===== src/rtl/lcd_consts.svh =====
`ifndef LCD_CONSTS_SVH
`define LCD_CONSTS_SVH

// cycles per delay at the board clock
`define LCD_DELAY_CYCLES 40000

// four commands plus "HELLO WORLD"
`define LCD_NUM_STEPS 15

// HD44780 command bytes
`define LCD_CMD_FUNCTION_SET 8'h3C   // 8-bit bus, 2 lines, 5x10 font
`define LCD_CMD_DISPLAY_CTRL 8'h0F   // display, cursor and blink on
`define LCD_CMD_CLEAR        8'h01

`define LCD_RESET_DATA 8'h3C   // value on the data pins out of reset

// clear needs the extra settle delay after it
`define LCD_CLEAR_STEP 3

`endif


===== src/rtl/lcd_pkg.sv =====
package lcd_pkg;

    // one byte on the LCD data bus
    typedef logic [7:0] lcd_byte_t;

    // index into the write sequence, 0 to 14
    typedef logic [3:0] step_idx_t;

    // wide enough for the 40000 cycle power-up delay
    typedef logic [15:0] delay_count_t;

    // what a single step puts on the bus
    typedef struct packed {
        logic      rs;    // 0 = command, 1 = character
        lcd_byte_t data;
    } lcd_step_t;

    // registered pin values toward the LCD
    typedef struct packed {
        logic      e;
        logic      rs;
        lcd_byte_t data;
    } lcd_bus_t;

    // sequencer states
    typedef enum logic [2:0] {
        WAKE,     // power-up delay
        ISSUE,    // load the bus and raise e
        WAIT,     // e low, command executing
        SETTLE,   // extra delay after clear
        DONE      // parked, e low
    } seq_state_t;

endpackage


===== src/rtl/lcd_delay_timer.sv =====
`include "lcd_consts.svh"

// counts while timing is high and flags the last cycle of each delay
module lcd_delay_timer
    import lcd_pkg::*;
#(
    parameter int unsigned delay_cycles = `LCD_DELAY_CYCLES  // needs to be 2 or more
)
(
    input  logic clkout,
    input  logic reset,
    input  logic timing,
    output logic elapsed
);

    localparam delay_count_t last_count = delay_count_t'(delay_cycles - 1);

    delay_count_t count;

    // high on the delay_cycles-th cycle of a run
    assign elapsed = timing && (count == last_count);

    always_ff @(posedge clkout or posedge reset)
    begin
        if (reset)
        begin
            count <= '0;
        end
        else if (!timing)
        begin
            count <= '0;    // idle, hold at zero
        end
        else if (count == last_count)
        begin
            count <= '0;    // back to back delays restart here
        end
        else
        begin
            count <= count + 1'b1;
        end
    end

    // a run always needs at least one cycle of counting before it can finish
    elapsed_after_timing: assert property (
        @(posedge clkout) disable iff (reset)
        elapsed |-> $past(timing)
    )
    else $error("elapsed raised without timing in the previous cycle");

endmodule


===== src/rtl/lcd_step_rom.sv =====
`include "lcd_consts.svh"

// fixed table of bus writes, commands first and then the text
module lcd_step_rom
    import lcd_pkg::*;
(
    input  step_idx_t step,
    output lcd_step_t entry
);

    always_comb
    begin
        case (step)
            // init commands, rs low
            4'd0:
                entry = '{rs: 1'b0, data: `LCD_CMD_FUNCTION_SET};
            4'd1:
                entry = '{rs: 1'b0, data: `LCD_CMD_FUNCTION_SET};  // repeated on purpose
            4'd2:
                entry = '{rs: 1'b0, data: `LCD_CMD_DISPLAY_CTRL};
            4'd3:
                entry = '{rs: 1'b0, data: `LCD_CMD_CLEAR};

            // text, rs high
            4'd4:
                entry = '{rs: 1'b1, data: "H"};
            4'd5:
                entry = '{rs: 1'b1, data: "E"};
            4'd6:
                entry = '{rs: 1'b1, data: "L"};
            4'd7:
                entry = '{rs: 1'b1, data: "L"};
            4'd8:
                entry = '{rs: 1'b1, data: "O"};
            4'd9:
                entry = '{rs: 1'b1, data: " "};
            4'd10:
                entry = '{rs: 1'b1, data: "W"};
            4'd11:
                entry = '{rs: 1'b1, data: "O"};
            4'd12:
                entry = '{rs: 1'b1, data: "R"};
            4'd13:
                entry = '{rs: 1'b1, data: "L"};
            4'd14:
                entry = '{rs: 1'b1, data: "D"};

            // index 15 is never issued
            default:
                entry = '{rs: 1'b0, data: `LCD_RESET_DATA};
        endcase
    end

endmodule


===== src/rtl/lcd_sequencer.sv =====
`include "lcd_consts.svh"

// walks the step table, one enable pulse per step with a delay after each
module lcd_sequencer
    import lcd_pkg::*;
(
    input  logic      clkout,
    input  logic      reset,
    input  logic      elapsed,
    input  lcd_step_t entry,
    output logic      timing,
    output step_idx_t step,
    output lcd_bus_t  bus
);

    localparam step_idx_t last_step  = step_idx_t'(`LCD_NUM_STEPS - 1);
    localparam step_idx_t clear_step = step_idx_t'(`LCD_CLEAR_STEP);

    seq_state_t state;

    // the timer runs in every waiting state
    assign timing = (state == WAKE) || (state == WAIT) || (state == SETTLE);

    // state and step counter
    always_ff @(posedge clkout or posedge reset)
    begin
        if (reset)
        begin
            state <= WAKE;
            step  <= '0;
        end
        else
        begin
            case (state)
                WAKE:
                begin
                    if (elapsed)
                    begin
                        state <= ISSUE;
                    end
                end

                ISSUE:
                begin
                    state <= WAIT;    // e goes high on this edge
                end

                WAIT:
                begin
                    if (elapsed)
                    begin
                        if (step == last_step)
                        begin
                            state <= DONE;
                        end
                        else
                        begin
                            step <= step + 1'b1;
                            // clear takes far longer than the other commands
                            if (step == clear_step)
                            begin
                                state <= SETTLE;
                            end
                            else
                            begin
                                state <= ISSUE;
                            end
                        end
                    end
                end

                SETTLE:
                begin
                    if (elapsed)
                    begin
                        state <= ISSUE;
                    end
                end

                DONE:
                begin
                    state <= DONE;    // stays until the next reset
                end

                default:
                begin
                    state <= WAKE;
                end
            endcase
        end
    end

    // bus register, e is high for the one cycle after ISSUE
    always_ff @(posedge clkout or posedge reset)
    begin
        if (reset)
        begin
            bus <= '{e: 1'b0, rs: 1'b0, data: `LCD_RESET_DATA};
        end
        else
        begin
            case (state)
                ISSUE:
                begin
                    bus <= '{e: 1'b1, rs: entry.rs, data: entry.data};
                end

                DONE:
                begin
                    bus.e  <= 1'b0;
                    bus.rs <= 1'b0;    // data keeps the last character
                end

                default:
                begin
                    bus.e <= 1'b0;     // rs and data hold through the delay
                end
            endcase
        end
    end

    // every write is a single-cycle enable pulse
    e_single_cycle: assert property (
        @(posedge clkout) disable iff (reset)
        bus.e |=> !bus.e
    )
    else $error("enable held high for more than one cycle");

    step_in_range: assert property (
        @(posedge clkout) disable iff (reset)
        step <= last_step
    )
    else $error("step index ran past the last step");

endmodule


===== src/rtl/lcd_top.sv =====
`include "lcd_consts.svh"

// HD44780 driver, initialises the display and prints HELLO WORLD
module lcd_top
    import lcd_pkg::*;
#(
    parameter int unsigned delay_cycles = `LCD_DELAY_CYCLES
)
(
    input  logic      clkout,
    input  logic      reset,
    output lcd_byte_t data,
    output logic      e,
    output logic      rs,
    output logic      r_nw
);

    logic      timing;
    logic      elapsed;
    step_idx_t step;
    lcd_step_t entry;
    lcd_bus_t  bus;

    lcd_delay_timer #(
        .delay_cycles (delay_cycles)
    ) u_timer (
        .clkout  (clkout),
        .reset   (reset),
        .timing  (timing),
        .elapsed (elapsed)
    );

    lcd_step_rom u_rom (
        .step  (step),
        .entry (entry)
    );

    lcd_sequencer u_seq (
        .clkout  (clkout),
        .reset   (reset),
        .elapsed (elapsed),
        .entry   (entry),
        .timing  (timing),
        .step    (step),
        .bus     (bus)
    );

    // pins come straight from the bus register
    assign data = bus.data;
    assign e    = bus.e;
    assign rs   = bus.rs;
    assign r_nw = 1'b0;    // write only, busy flag never read

endmodule


===== config.mk =====
export PLATFORM = sky130hd
export DESIGN_NAME = lcd_top
export DESIGN_NICKNAME = d
export VERILOG_FILES = /design/src/rtl/lcd_pkg.sv /design/src/rtl/lcd_delay_timer.sv /design/src/rtl/lcd_step_rom.sv /design/src/rtl/lcd_sequencer.sv /design/src/rtl/lcd_top.sv
export VERILOG_INCLUDE_DIRS = /design/src /design/src/rtl
export SDC_FILE = /design/constraint.sdc
export NUM_CORES = 1
export LEC_CHECK = 0
export BUFFER_PORTS_ARGS = -buffer_cell sky130_fd_sc_hd__buf_4
export CELL_PAD_IN_SITES_DETAIL_PLACEMENT = 0
export CELL_PAD_IN_SITES_GLOBAL_PLACEMENT = 1
export CORE_MARGIN = 3
export CORE_UTILIZATION = 40
export DETAILED_ROUTE_END_ITERATION = 10
export HOLD_SLACK_MARGIN = 0.1
export PLACE_DENSITY = 0.67
export SLEW_MARGIN = 20
export SYNTH_ARGS = -nofsm -noshare
export SYNTH_HDL_FRONTEND = slang
export SYNTH_HIERARCHICAL = 1
export SYNTH_SLANG_ARGS = --single-unit

===== constraint.sdc =====
create_clock -name clkout -period 2.8 [get_ports clkout]
set_clock_uncertainty 0.2 [all_clocks]
set_input_delay 0.7 -clock clkout [delete_from_list [all_inputs] [get_ports clkout]]
set_output_delay 0.7 -clock clkout [all_outputs]
set_load 0.005 [all_outputs]

# Yosys cells after proc, flatten, opt, wreduce, memory -nomap -nowiden
# Memory sizes are Yosys's and may differ from the RTL's.
# Index checks and enable logic that the tools add are counted.
dict set report word_totals {
  register_bits 33
  rom_bits 128
  input_bits 2
  output_inout_bits 11
  memories 1
}
# memory depth width read_ports rd_clocked_by_memory_dff write_ports line
set memory_table {}
lappend memory_table {{(no name shown)} 16 8 1 0 0 lcd_step_rom.sv:13} ;# case (step)
dict set report op_classes {
  add_sub_neg 2
  eq_ne 9
  muxes 9
  bitwise 1
  reduce_logical 8
}
# cell count
set ops {}
lappend ops {{two-way mux 16 bit} 2}
lappend ops {{adder 16 x 1 -> 16 bit, second input constant} 1}
lappend ops {{== test 16 bit, second input constant} 1}
lappend ops {{case mux 3 bit (4 select lines)} 1}
lappend ops {{two-way mux 3 bit} 3}
lappend ops {{== test 3 x 2 -> 1 bit, second input constant} 2}
lappend ops {{adder 4 x 1 -> 4 bit, second input constant} 1}
lappend ops {{== test 4 x 2 -> 1 bit, second input constant} 1}
lappend ops {{== test 4 bit, second input constant} 1}
lappend ops {{== test 3 x 1 -> 1 bit, second input constant} 1}
lappend ops {{== test 3 bit, second input constant} 1}
lappend ops {{logical NOT 3 bit} 1}
lappend ops {{AND reduction 3 bit} 1}
lappend ops {{logical OR 1 bit} 2}
lappend ops {{two-way mux 2 bit} 1}
lappend ops {{inequality test 2 x 1 -> 1 bit, second input constant} 1}
lappend ops {{inequality test 2 bit, second input constant} 1}
lappend ops {{case mux 1 bit (2 select lines)} 1}
lappend ops {{AND reduction 2 bit} 1}
lappend ops {{nonzero test 2 bit} 1}
lappend ops {{OR reduction 2 bit} 1}
lappend ops {{logical AND 1 bit} 1}
lappend ops {{two-way mux 1 bit} 1}
lappend ops {{inverter 1 bit} 1}

# Depth between registers and ports, before layout
dict set report depth {
  ltp_word 6
  mapped_depth 8
}

# Cells and area by module
# Netlist, hierarchy kept.
# module instances cells_per_inst area_each_um2
set modules_own_cells {}
lappend modules_own_cells {lcd_delay_timer 1 83 830.8}
lappend modules_own_cells {lcd_sequencer 1 63 818.3}
lappend modules_own_cells {lcd_step_rom 1 37 259.0}
lappend modules_own_cells {lcd_top 1 2 11.3}

# Worst setup path after synthesis
# No wires, ideal clock.
dict set report synth_path {
  kind {flip-flop to flip-flop}
  start {register u_timer.count[8]}
  end {register u_seq.step[2]}
  setup_ns 0.129
  arrival_ns 1.794
  setup_slack_ns 0.676
  path_stages_with_launch 7
  synth_period_minus_slack_ns 2.124
  path_cell_list {dfrtp_1 -> or4b_1 -> nor4_1 -> and2_1 -> and4bb_2 -> nand3_1 -> xnor2_1}
}
dict set report synth_via {
  elab_chain_cells 3
}
# element line
set synth_lines {}
lappend synth_lines {{from (decl)} lcd_delay_timer.sv:18} ;# delay_count_t count;
lappend synth_lines {{from (signal assigned)} lcd_delay_timer.sv:39} ;# count <= count + 1'b1;
lappend synth_lines {{== test 16 bit} lcd_delay_timer.sv:21} ;# assign elapsed = timing && (count == last_count);
lappend synth_lines {{logical AND 1 bit} lcd_delay_timer.sv:21}
lappend synth_lines {{net elapsed} lcd_top.sv:19} ;# logic elapsed;
lappend synth_lines {{AND reduction 3 bit (no line)} --}
lappend synth_lines {{to (signal assigned)} lcd_sequencer.sv:58} ;# step <= step + 1'b1;
lappend synth_lines {{to (decl)} lcd_sequencer.sv:12} ;# output step_idx_t step,
# The timed path passes the listed nets, and every way through them passes these cells.
# A chain may end at the register's enable or synchronous reset.

# Worst setup path after layout
dict set report layout_path {
  start {register u_timer.count[0]}
  end {register u_seq.step[2]}
}
# Same word-level chain as after synthesis.

==> metrics <==
status=finished clean; drt via density=roughly 5.5; Core Region=4500 sq um; drt first pass iters=5; CP Capture Type=register; clk sinks=33; Synth top area share=37.8%; Unique masters post-synth=48; crit-path max FO=5; Resize count post-CTS=0; row count=24; Post-Synthesis Cells=roughly 190; worst-skew pair later-pin latency=between 0.2 and 0.3 ns; total global-route track usage=14.8%; YS warnings=6; P_leak=between 0.8 and 0.9 nW; max frequency=roughly 410 MHz; global route overflow=0; Initial Util=a little over two fifths; TritonCTS Buffers=5; Clock transition at path regs=approximately 0.07 ns; max cap viols=0; Mapped Nets=about 200; mapped cell area=~1900 sq um; Worst Max-Slew Pin Slew=between 0.6 and 0.7 ns; Post-Route WL=3700 microns; vias=about 1400; die width=75.3 microns; Remaining DRCs=0; DR iter-0 viols=roughly 110; input/output buffers=11; share of cells above drive strength 1=between 20% and 30%; GR Util met2=~22%; routability congestion estimate=0.822; Final Cycle Share=87.4%; Hold Fails Final Rpt=0; met3 GRT Util=roughly 3.6%; Max VDD drop=approximately 190 uV; Synth area leader=dfrtp_1; DRT antenna net count=0; post-synthesis sequential area ratio=a little over two fifths; Rel. slew slack=between 50% and 60%; Worst EP required=~2.8 ns; synthesized area per cell=a little over 10 sq um; I/O pins=13; Area contributors post-synth=dfrtp_1 (38%), mux2_4 (6.3%), ha_1 (5.9%); maximum clock path buffer count=2; initial antenna violation count=0; H-tree depth=2; global-route wire length before repair=approximately 6300 microns; vias in the first global route=1295; Crit path arrival time=~2.4 ns; setup TNS=0 ns; n_diodes=0; Clock Tree Root=clkbuf_8; final std cells w/o fill=about 250; Hold WC Path Type=in2async; Reg area=between 800 and 900 sq um; drt wl/cell=14.9 microns; max-slew violations=0; fillcell total=427; Post-CTS Hold Fix Bufs=0; placed cells=between 200 and 250; multi-input logic area=slightly below 1000 sq um; pin count of the biggest net entering global routing=20; Global Route met1 Usage=20.5%; power per cell area=421 nW/um^2; die height=75.3 microns; CTS tree=yes; nature of the critical path startpoint=register; RSZ-0062 raised after global routing=no; fin crit period=~2.4 ns; postcts setup bufs=0; post-detail-place hpwl=2710 microns; Final setup viols=0; GRT busiest layer=met2; final net count=207; critical path class=reg2reg; full die area=~5700 sq um; flops & latches, synth=33; area grow syn2layout=9.13%
==> synth_stat cells (all sizes together) <==
| cell type | n |
|---|---|
| o21ai | 6 |
| or4b | 1 |
| or3 | 1 |
| or2b | 1 |
| nor2b | 1 |
| buf | 7 |
| nor4 | 5 |
| and4bb | 1 |
| a22oi | 1 |
| xor2 | 3 |
| or4 | 3 |
| nor4b | 1 |
| or2 | 3 |
| dfstp | 4 |
| o31ai | 2 |
| o22ai | 3 |
| xnor2 | 12 |
| a31oi | 1 |
| mux2i | 2 |
| nand2 | 7 |
| nor3 | 3 |
| ha | 9 |
| and3 | 3 |
| nand3 | 12 |
| dfrtp | 29 |
| inv | 11 |
| nand2b | 2 |
| and2 | 2 |
| o21a | 2 |
| mux2 | 9 |
| conb | 2 |
| nand3b | 1 |
| a21oi | 9 |
| nand4 | 5 |
| nor2 | 21 |
==> metrics by stage <==
| step | util (%) | total power [mW] | cell area (sq um) | setup slack [ns] | hold WS [ns] |
|---|---|---|---|---|---|
| 2_1_floorplan | - | 0.495 | 1920 | 0.676 | 0.256 |
| 3_3_place_gp | 44.3 | 0.497 | 1990 | 0.513 | 0.274 |
| 3_5_place_dp | 44.3 | 0.498 | 1990 | 0.374 | 0.309 |
| 4_1_cts | 46.5 | 0.893 | 2090 | 0.360 | 0.320 |
| 5_1_grt | 46.5 | 0.918 | 2090 | 0.161 | 0.336 |
| 6_report | 46.5 | 0.881 | 2090 | 0.354 | 0.303 |
==> logic make-up (layout without fill, tap and decap cells) <==
| group | after synthesis | count (layout) | share of synthesized area (%) |
|---|---|---|---|
| buffers and inverters | 18 | 30 | 6.00 |
| AND/OR/NAND/NOR | 73 | 73 | 22.6 |
| multiplexers | 11 | 11 | 7.89 |
| XOR/XNOR | 15 | 15 | 6.85 |
| other | 2 | 2 | 0.391 |
| adder cells (fa/ha/maj) | 9 | 9 | 5.87 |
| AO/OA/AOI/OAI | 24 | 24 | 7.17 |
| flip-flops | 33 | 33 | 43.3 |
==> sequential cells by signal (all words and copies together), names as in the netlist <==
name / flops
u_timer/count: 16
u_seq/bus: 10
u_seq/step: 4
u_seq/state: 3
==> per-layer routing <==
| layer | wire length [microns] | vias up |
|---|---|---|
| li1 | - | 667 |
| met3 | 179 | 4 |
| met2 | 1660 | 36 |
| met5 | 0 | - |
| met4 | 31 | 0 |
| met1 | 1820 | 657 |
==> critical path, stage by stage (launching register included) <==
cell and delay (ns):
dfrtp_1 0.43, ha_1 0.23, and3_1 0.21, nand3_1 0.12, nor4_1 0.34, and2_1 0.23, and4bb_2 0.30, nand3_1 0.11
xnor2_1 0.13
==> placed cells by master (no fill, tap or decap), drive strengths merged, types with 3 or more instances in the layout <==
cell | Yosys | routed
nor2 | 21 | 21
mux2 | 9 | 9
nand3 | 12 | 12
xor2 | 3 | 3
buf | 7 | 11
inv | 11 | 11
o21ai | 6 | 6
and3 | 3 | 3
ha | 9 | 9
nor3 | 3 | 3
nand2 | 7 | 7
o22ai | 3 | 3
or2 | 3 | 3
a21oi | 9 | 9
nand4 | 5 | 5
or4 | 3 | 3
clkbuf | 0 | 7
dfrtp | 29 | 29
dfstp | 4 | 4
xnor2 | 12 | 12
nor4 | 5 | 5
==> path summary, 6_finish.rpt <==
kind / from / end / slack [ns] / depth (start not counted)
worst max register to register: u_timer/count[0] / u_seq/step[2] / 0.35 / 8
worst min register to register: u_seq/bus[7] / u_seq/bus[7] / 0.32 / 1
min in group clkout: u_seq/bus[7] / u_seq/bus[7] / 0.32 / 1
worst min-delay path: reset / u_timer/count[7] / 0.30 / 2
worst max-delay path: u_timer/count[0] / u_seq/step[2] / 0.35 / 8
max in group asynchronous: reset / u_seq/bus[6] / 1.64 / 2
==> report_power, final <==
part | internal (mW) | leakage [nW] | switching [mW]
sequential | 0.477 | 0.432 | 0
combinational | 0.00109 | 0.401 | 0.0100
clock | 0.222 | 0.0542 | 0.171
total | 0.700 | 0.887 | 0.181
==> layout make-up <==
type	instances	area share (%)
timing repair buffer	11	3.94
tap	52	3.11
clock inverter	1	0.239
multi-input combinational	134	46.5
sequential	33	39.7
clock buffer	7	4.60
inverter	11	1.97
(Power assumes the default switching activity.)
